## config.mk

```make
export PLATFORM = sky130hd
export DESIGN_NAME = robCore
export DESIGN_NICKNAME = d
export VERILOG_FILES = /design/src/coreTypesPkg.sv /design/src/branchPkg.sv /design/src/robIfs.sv /design/src/dispatchUnit.sv /design/src/reorderBuffer.sv /design/src/archRegFile.sv /design/src/robCore.sv
export SDC_FILE = /design/constraint.sdc
export NUM_CORES = 1
export LEC_CHECK = 0
export BUFFER_PORTS_ARGS = -buffer_cell sky130_fd_sc_hd__clkbuf_2
export CORE_MARGIN = 5
export CORE_UTILIZATION = 65
export CTS_CLUSTER_SIZE = 30
export DETAILED_ROUTE_END_ITERATION = 7
export PLACE_DENSITY = 0.91
export SYNTH_ARGS = -nofsm -noshare
export SYNTH_HDL_FRONTEND = slang
export SYNTH_SLANG_ARGS = --single-unit
export TNS_END_PERCENT = 20
```

## constraint.sdc

```tcl
create_clock -name clk -period 7.9 [get_ports clk]
set_input_delay 0.395 -clock clk [delete_from_list [all_inputs] [get_ports clk]]
set_output_delay 0.395 -clock clk [all_outputs]
set_load 0.01 [all_outputs]
```

## src/coreTypesPkg.sv

```systemverilog
package coreTypesPkg;

    // data path width shared by the ROB, commit bus and register file
    parameter int dataWidth = 32;

    typedef logic [dataWidth-1:0] dataT;

    // architectural register space
    parameter int numArchRegs = 16;
    parameter int archRegWidth = $clog2(numArchRegs);

    typedef logic [archRegWidth-1:0] archRegT;

    // value returned on any lookup or commit slot that carries nothing
    parameter dataT dataFree = '0;

    // tag format:
    //   tag = {prefix, robIndex}
    //   prefix 0 names a ROB slot, prefix 1 means no tag (tagFree)
    // the tag width depends on robSize, so every module derives its own

endpackage

```

## src/branchPkg.sv

```systemverilog
package branchPkg;

    // branches that may be unresolved at the same time
    parameter int maxBranches = 4;

    // one bit per in-flight branch slot
    typedef logic [maxBranches-1:0] branchMaskT;

    // names a single branch slot
    typedef logic [$clog2(maxBranches)-1:0] branchIdxT;

endpackage

```

## src/robIfs.sv

```systemverilog
`timescale 1ns/1ns

// allocation path between the dispatch unit and the ROB
interface dispatchIf #(
    parameter int robSize = 8
);
    logic dispatchEn;
    branchPkg::branchMaskT dispBranchMask;
    coreTypesPkg::archRegT dispReg;
    // tail tag, the one the next dispatched entry receives
    logic [$clog2(robSize):0] freeTag;
    logic robFree;

    modport disp (
        output dispatchEn, dispBranchMask, dispReg,
        input  freeTag, robFree
    );

    modport rob (
        input  dispatchEn, dispBranchMask, dispReg,
        output freeTag, robFree
    );
endinterface

// in-order retirement path from the ROB head
interface commitIf #(
    parameter int robSize = 8
);
    logic commitValid;
    logic [$clog2(robSize):0] commitTag;
    coreTypesPkg::archRegT commitReg;
    coreTypesPkg::dataT commitData;

    modport rob (
        output commitValid, commitTag, commitReg, commitData
    );

    modport regs (
        input  commitValid, commitReg, commitData
    );
endinterface

```

## src/dispatchUnit.sv

```systemverilog
`timescale 1ns/1ns

module dispatchUnit #(
    parameter int robSize = 8
) (
    input  logic clk,
    input  logic rst,
    input  logic instValid,
    input  coreTypesPkg::archRegT instReg,
    input  logic instIsBranch,
    output logic instReady,
    output logic [$clog2(robSize):0] issueTag,
    output branchPkg::branchIdxT issueBranchIdx,
    input  logic resolveValid,
    input  branchPkg::branchIdxT resolveIdx,
    input  logic resolveMiss,
    dispatchIf.disp disp
);
    branchPkg::branchMaskT busy;
    // per slot: older branches this branch itself depends on
    branchPkg::branchMaskT depMask [branchPkg::maxBranches];

    branchPkg::branchIdxT freeSlot;
    logic anyFree;
    branchPkg::branchMaskT resolveBit;
    branchPkg::branchMaskT freedMask;
    branchPkg::branchMaskT stampMask;
    logic wrongPath;
    logic accept;
    logic allocBranch;

    // lowest free branch slot
    always_comb begin
        anyFree = 1'b0;
        freeSlot = '0;
        for (int i = branchPkg::maxBranches - 1; i >= 0; i--) begin
            if (!busy[i]) begin
                anyFree = 1'b1;
                freeSlot = branchPkg::branchIdxT'(i);
            end
        end
    end

    always_comb begin
        resolveBit = '0;
        if (resolveValid) begin
            resolveBit[resolveIdx] = 1'b1;
        end
        // a miss also releases every younger branch that depends on it
        freedMask = resolveBit;
        if (resolveValid && resolveMiss) begin
            for (int i = 0; i < branchPkg::maxBranches; i++) begin
                if (busy[i] && depMask[i][resolveIdx]) begin
                    freedMask[i] = 1'b1;
                end
            end
        end
    end

    // on a miss the bit stays in the stamp so the ROB drops the new entry
    assign stampMask = resolveMiss ? busy : (busy & ~resolveBit);
    assign wrongPath = resolveValid && resolveMiss && busy[resolveIdx];

    assign instReady = disp.robFree && (!instIsBranch || anyFree);
    assign accept = instValid && instReady;
    assign allocBranch = accept && instIsBranch && !wrongPath;

    assign disp.dispatchEn = accept;
    assign disp.dispBranchMask = stampMask;
    assign disp.dispReg = instReg;

    assign issueTag = disp.freeTag;
    assign issueBranchIdx = freeSlot;

    always_ff @(posedge clk) begin
        if (rst) begin
            busy <= '0;
            for (int i = 0; i < branchPkg::maxBranches; i++) begin
                depMask[i] <= '0;
            end
        end else begin
            for (int i = 0; i < branchPkg::maxBranches; i++) begin
                if (allocBranch && freeSlot == branchPkg::branchIdxT'(i)) begin
                    busy[i] <= 1'b1;
                    depMask[i] <= stampMask & ~freedMask;
                end else begin
                    busy[i] <= busy[i] & ~freedMask[i];
                    depMask[i] <= depMask[i] & ~freedMask;
                end
            end
        end
    end

endmodule

```

## src/reorderBuffer.sv

```systemverilog
`timescale 1ns/1ns

module reorderBuffer #(
    parameter int robSize = 8
) (
    input  logic clk,
    input  logic rst,
    input  logic wbValid,
    input  logic [$clog2(robSize):0] wbTag,
    input  coreTypesPkg::dataT wbData,
    input  logic [$clog2(robSize):0] readTagA,
    input  logic [$clog2(robSize):0] readTagB,
    output logic readOkA,
    output logic readOkB,
    output coreTypesPkg::dataT readDataA,
    output coreTypesPkg::dataT readDataB,
    input  logic resolveValid,
    input  branchPkg::branchIdxT resolveIdx,
    input  logic resolveMiss,
    dispatchIf.rob disp,
    commitIf.rob commit
);
    localparam int idxWidth = $clog2(robSize);
    localparam int tagWidth = idxWidth + 1;
    localparam logic [tagWidth-1:0] tagFree = {1'b1, {idxWidth{1'b0}}};
    localparam logic [idxWidth:0] fullCount = (idxWidth + 1)'(robSize);

    // entry state
    logic [robSize-1:0] valid;
    logic [robSize-1:0] done;
    branchPkg::branchMaskT mask [robSize];
    coreTypesPkg::dataT data [robSize];
    coreTypesPkg::archRegT destReg [robSize];

    logic [idxWidth-1:0] head;
    logic [idxWidth-1:0] tail;
    // slots between head and tail including killed ones
    logic [idxWidth:0] count;

    logic [idxWidth-1:0] wbIdx;
    logic wbHit;
    branchPkg::branchMaskT resolveBit;
    logic [robSize-1:0] kill;
    logic newKilled;
    logic commitNow;
    logic headMove;

    assign disp.freeTag = {1'b0, tail};
    assign disp.robFree = (count != fullCount);

    assign wbIdx = wbTag[idxWidth-1:0];
    assign wbHit = wbValid && !wbTag[idxWidth] && valid[wbIdx];

    always_comb begin
        resolveBit = '0;
        if (resolveValid) begin
            resolveBit[resolveIdx] = 1'b1;
        end
    end

    // entries on the wrong side of a mispredicted branch
    always_comb begin
        for (int i = 0; i < robSize; i++) begin
            kill[i] = resolveValid && resolveMiss && mask[i][resolveIdx];
        end
    end

    // an entry dispatched under the branch that misses this cycle
    assign newKilled = resolveValid && resolveMiss && disp.dispBranchMask[resolveIdx];

    assign commitNow = (count != '0) && valid[head] && done[head] && (mask[head] == '0);
    assign headMove = (count != '0) && (!valid[head] || commitNow);

    // returns {ok, data} and prefers the bypass over the stored result
    function automatic logic [coreTypesPkg::dataWidth:0] lookup(
        input logic [tagWidth-1:0] tag
    );
        logic [idxWidth-1:0] idx;
        idx = tag[idxWidth-1:0];
        if (tag[idxWidth] || !valid[idx]) begin
            return {1'b0, coreTypesPkg::dataFree};
        end
        if (wbValid && wbTag == tag) begin
            return {1'b1, wbData};
        end
        if (done[idx]) begin
            return {1'b1, data[idx]};
        end
        return {1'b0, coreTypesPkg::dataFree};
    endfunction

    always_comb begin
        {readOkA, readDataA} = lookup(readTagA);
        {readOkB, readDataB} = lookup(readTagB);
    end

    always_ff @(posedge clk) begin
        if (rst) begin
            valid <= '0;
            done <= '0;
            for (int i = 0; i < robSize; i++) begin
                mask[i] <= '0;
            end
        end else begin
            for (int i = 0; i < robSize; i++) begin
                if (disp.dispatchEn && tail == idxWidth'(i)) begin
                    valid[i] <= !newKilled;
                    done[i] <= 1'b0;
                    mask[i] <= disp.dispBranchMask & ~resolveBit;
                end else begin
                    mask[i] <= mask[i] & ~resolveBit;
                    if (headMove && head == idxWidth'(i)) begin
                        valid[i] <= 1'b0;
                    end else begin
                        valid[i] <= valid[i] & ~kill[i];
                    end
                    if (wbHit && wbIdx == idxWidth'(i)) begin
                        done[i] <= 1'b1;
                    end
                end
            end
        end
    end

    // payload storage
    always_ff @(posedge clk) begin
        if (wbHit) begin
            data[wbIdx] <= wbData;
        end
        if (disp.dispatchEn) begin
            destReg[tail] <= disp.dispReg;
        end
    end

    always_ff @(posedge clk) begin
        if (rst) begin
            head <= '0;
            tail <= '0;
            count <= '0;
        end else begin
            // pointers wrap on their own since robSize is a power of two
            if (disp.dispatchEn) begin
                tail <= tail + 1'b1;
            end
            if (headMove) begin
                head <= head + 1'b1;
            end
            if (disp.dispatchEn && !headMove) begin
                count <= count + 1'b1;
            end else if (!disp.dispatchEn && headMove) begin
                count <= count - 1'b1;
            end
        end
    end

    // registered commit from the head
    always_ff @(posedge clk) begin
        if (rst) begin
            commit.commitValid <= 1'b0;
            commit.commitTag <= tagFree;
            commit.commitReg <= '0;
            commit.commitData <= coreTypesPkg::dataFree;
        end else if (commitNow) begin
            commit.commitValid <= 1'b1;
            commit.commitTag <= {1'b0, head};
            commit.commitReg <= destReg[head];
            commit.commitData <= data[head];
        end else begin
            commit.commitValid <= 1'b0;
            commit.commitTag <= tagFree;
            commit.commitReg <= '0;
            commit.commitData <= coreTypesPkg::dataFree;
        end
    end

endmodule

```

## src/archRegFile.sv

```systemverilog
`timescale 1ns/1ns

module archRegFile (
    input  logic clk,
    input  logic rst,
    commitIf.regs regs,
    input  coreTypesPkg::archRegT archReadReg,
    output coreTypesPkg::dataT archReadData
);
    coreTypesPkg::dataT regArray [coreTypesPkg::numArchRegs];

    // only retired results land here
    always_ff @(posedge clk) begin
        if (rst) begin
            for (int i = 0; i < coreTypesPkg::numArchRegs; i++) begin
                regArray[i] <= coreTypesPkg::dataFree;
            end
        end else if (regs.commitValid) begin
            regArray[regs.commitReg] <= regs.commitData;
        end
    end

    // no write-through, a commit shows up one edge later
    assign archReadData = regArray[archReadReg];

endmodule

```

## src/robCore.sv

```systemverilog
`timescale 1ns/1ns

module robCore #(
    parameter int robSize = 8
) (
    input  logic clk,
    input  logic rst,
    // instruction input
    input  logic instValid,
    input  coreTypesPkg::archRegT instReg,
    input  logic instIsBranch,
    output logic instReady,
    output logic [$clog2(robSize):0] issueTag,
    output branchPkg::branchIdxT issueBranchIdx,
    // writeback
    input  logic wbValid,
    input  logic [$clog2(robSize):0] wbTag,
    input  coreTypesPkg::dataT wbData,
    // operand lookups
    input  logic [$clog2(robSize):0] readTagA,
    input  logic [$clog2(robSize):0] readTagB,
    output logic readOkA,
    output logic readOkB,
    output coreTypesPkg::dataT readDataA,
    output coreTypesPkg::dataT readDataB,
    // branch resolution, shared by dispatch and ROB
    input  logic resolveValid,
    input  branchPkg::branchIdxT resolveIdx,
    input  logic resolveMiss,
    // commit
    output logic commitValid,
    output logic [$clog2(robSize):0] commitTag,
    output coreTypesPkg::archRegT commitReg,
    output coreTypesPkg::dataT commitData,
    // architectural read
    input  coreTypesPkg::archRegT archReadReg,
    output coreTypesPkg::dataT archReadData
);
    dispatchIf #(.robSize(robSize)) dispBus ();
    commitIf #(.robSize(robSize)) commitBus ();

    dispatchUnit #(.robSize(robSize)) dispatch (
        .clk            (clk),
        .rst            (rst),
        .instValid      (instValid),
        .instReg        (instReg),
        .instIsBranch   (instIsBranch),
        .instReady      (instReady),
        .issueTag       (issueTag),
        .issueBranchIdx (issueBranchIdx),
        .resolveValid   (resolveValid),
        .resolveIdx     (resolveIdx),
        .resolveMiss    (resolveMiss),
        .disp           (dispBus.disp)
    );

    reorderBuffer #(.robSize(robSize)) rob (
        .clk          (clk),
        .rst          (rst),
        .wbValid      (wbValid),
        .wbTag        (wbTag),
        .wbData       (wbData),
        .readTagA     (readTagA),
        .readTagB     (readTagB),
        .readOkA      (readOkA),
        .readOkB      (readOkB),
        .readDataA    (readDataA),
        .readDataB    (readDataB),
        .resolveValid (resolveValid),
        .resolveIdx   (resolveIdx),
        .resolveMiss  (resolveMiss),
        .disp         (dispBus.rob),
        .commit       (commitBus.rob)
    );

    archRegFile regFile (
        .clk          (clk),
        .rst          (rst),
        .regs         (commitBus.regs),
        .archReadReg  (archReadReg),
        .archReadData (archReadData)
    );

    assign commitValid = commitBus.commitValid;
    assign commitTag = commitBus.commitTag;
    assign commitReg = commitBus.commitReg;
    assign commitData = commitBus.commitData;

endmodule

```

==> reports/qor.csv <==
stage,metric,value,unit
logic_synthesis,avgSynthCellArea,16.0,sq um
grt,track_usage,0.337,
grt,grt_pass1_wl,183,mm
sta,finalMaxSlewViolations,0,
logic_synthesis,synth_edf_count,848,
sta,min_period,4.29,ns
place,dp_hpwl,69.8,mm
sta,grt_setup_unrepaired,false,
setup_path,cp.required,7.51,ns
cts,cts_max_level,3,
cts,cts_max_path_buffers,3,
grt,gr-total-overflow,0,
power_and_ir_drop,p_total,11.6,mW
sta,max_clock_freq,233,MHz
sta,finalHoldViolCount,0,
logic_synthesis,ys_types,63,
cts,cts_root_buffer,clkbuf_16,
cts,cts_tree,yes,
die,die_x,270,um
detailed_routing,viasPerCell,7.08,
cts,insertion_delay,0.66,ns
detailed_routing,routed_wl,123,mm
setup_path,reg2reg_slack,3.93,ns
setup_path,reg2reg_depth,11,
worst_hold_path,hold_depth,1,
sta,finalSetupViolations,0,
setup_path,endpoint_kind,output pin,
final_layout,final_cell_mix,"edfxtp_1, and2_1, mux4_2",
die,initial_core_util,0.655,
logic_synthesis,synthFlopType,edfxtp_1,
logic_synthesis,syn_inst,2762,
die,die_y,270,um
logic_synthesis,netlist_area,44100,sq um
grt,grt_pass1_vias,28531,
cts,post-cts-setup-buffers,0,
worst_hold_path,hp-class,in -> reg,
sta,max-slew-margin-rel,0.130,
place,place_congestion,0.904,
sta,worstMarginPinSlew,1.30,ns
die,dieArea,73100,sq um
logic_synthesis,yosysWarnings,0,
setup_path,cp_max_fo,42,
detailed_routing,first_iter_violations,4288,
detailed_routing,drt_pass1_iterations,6,
sta,holdWs,0.0463,ns
cts,postCtsResizedCells,0,
setup_path,critical_path_class,in -> out,
grt,antenna_found_initial,13,
cts,clkSlewWorstSetupHoldPaths,0.06,ns
power_and_ir_drop,power_density,236,nW/um^2
detailed_routing,drc,0,
final_layout,area_delta_synth_final,11.9,%
setup_path,r2r_start,dispatch.busy[3],
run_status,outcome,completed,
final_layout,utilization,0.733,
place,placed_cells,3705,
die,core,67300,sq um
sta,clock_skew,0.0398,ns
final_layout,nets,3003,
power_and_ir_drop,p_leak,17.2,nW
final_layout,final_common_cell,edfxtp_1,
detailed_routing,vias,27515,
sta,period_share,0.543,
logic_synthesis,ys_ff_latch,922,
grt,grt_max_degree,74,
setup_path,r2r-end,rob.count[3],
detailed_routing,postRouteAntennaNets,0,
power_and_ir_drop,ir_drop,0.255,mV
final_layout,layout-drive-gt1-share,0.279,
logic_synthesis,ys_seq_area_frac,0.611,
setup_path,worstSetupStartpointType,primary input,
die,rows,95,
die,ios,207,
cts,cts.sinks,922,
setup_path,arrival,3.90,ns
worst_hold_path,min_from,instReg[3],
run,drv_cap,0,
sta,fin_tns_setup,0,ns
cts,cts_made_buffers,92,
logic_synthesis,synthArstFlopShare,0,
cts,cts.hold.buffers_added,0,
final_layout,fin_cells,3884,
detailed_routing,wl_per_cell,31.7,um
place,port_buffers,205,
worst_hold_path,worstHoldEndpoint,rob.destReg[0][3],
-- power by group --
| part | switching (mW) | internal, mW |
|---|---|---|
| Sequential | 0.180 | 5.50 |
| Combinational | 0.738 | 0.675 |
| Clock | 1.89 | 2.64 |
| Total | 2.80 | 8.82 |
-- flip-flops by register name, indices dropped and copies added, names as in the netlist, 8 cells and up, named ones only --
signal / cells
rob.valid: 8
rob.destReg: 32
rob.mask: 32
rob.done: 8
regFile.regArray: 512
rob.data: 256
rob.commit.commitData: 32
dispatch.depMask: 16
-- kinds of logic after synthesis --
group | Yosys count | share of synthesized area
compound gates | 199 | 0.0295
xor+xnor | 11 | 0.00218
fa+ha+maj | 16 | 0.00471
buf+inv | 251 | 0.0224
flops | 922 | 0.611
mux | 487 | 0.221
other cells | 2 | 0.000170
simple gates | 874 | 0.109
-- critical path: stages --
cell and delay [ns]:
buf_4 0.46, buf_4 0.77, mux4_2 0.59, mux2i_1 0.13
or2_2 0.14, a21o_1 0.59, buf_4 0.40, a211oi_1 0.14
clkbuf_2 0.20
-- routing by layer --
metal	track usage	share of wire	up-vias
met5	0	0.00024	-
met2	0.558	0.50	2249
met3	0.0776	0.12	478
li1	-	-	10989
met4	0.161	0.055	6
met1	0.427	0.33	13793
-- worst max-delay path by stage --
stage / start / endpoint / slack, ns / cells after the start
2_1_floorplan: wbTag[0] / rob.data[4][0] / 4.06 / 4
3_3_place_gp: readTagA[0] / readDataA[4] / 3.67 / 9
3_5_place_dp: readTagA[0] / readDataA[4] / 3.57 / 9
4_1_cts: readTagA[0] / readDataA[4] / 3.56 / 9
5_1_grt: readTagA[0] / readDataA[5] / 3.33 / 9
6_report: readTagA[0] / readDataA[4] / 3.61 / 9
-- per-stage QoR --
step,setup WS (ns),instance area (sq um)
2_1_floorplan,4.06,44300
3_3_place_gp,3.67,46200
3_5_place_dp,3.57,46200
4_1_cts,3.56,49300
5_1_grt,3.33,49300
6_report,3.61,49300
-- synth_stat cells, types with 7 or more instances --
library cell / count / area [sq um]
nand2_1: 143 / 537
dfxtp_1: 74 / 1480
nand2b_1: 7 / 43.8
nor2b_1: 7 / 43.8
nor2_1: 131 / 492
buf_2: 22 / 110
clkbuf_1: 173 / 649
nor3_1: 14 / 70.1
and2_1: 517 / 3230
nand3_1: 17 / 85.1
o21ai_0: 26 / 130
mux2i_1: 95 / 951
inv_1: 19 / 71.3
a21oi_1: 69 / 345
or2_2: 7 / 43.8
edfxtp_1: 848 / 25500
a211oi_1: 63 / 473
xor2_1: 7 / 61.3
ha_1: 15 / 188
buf_1: 31 / 116
mux4_2: 385 / 8670
-- layout make-up --
cell class	count	area, sq um
Clock buffer	127	2520
Timing Repair Buffer	253	1400
Fill cell	3714	17900
Inverter	21	78.8
Clock inverter	43	601
Sequential cell	922	27000
Antenna cell	9	22.5
Multi-Input combinational cell	1636	16700
Tap cell	873	1090
Note: power is estimated with default switching activity, not from simulation.
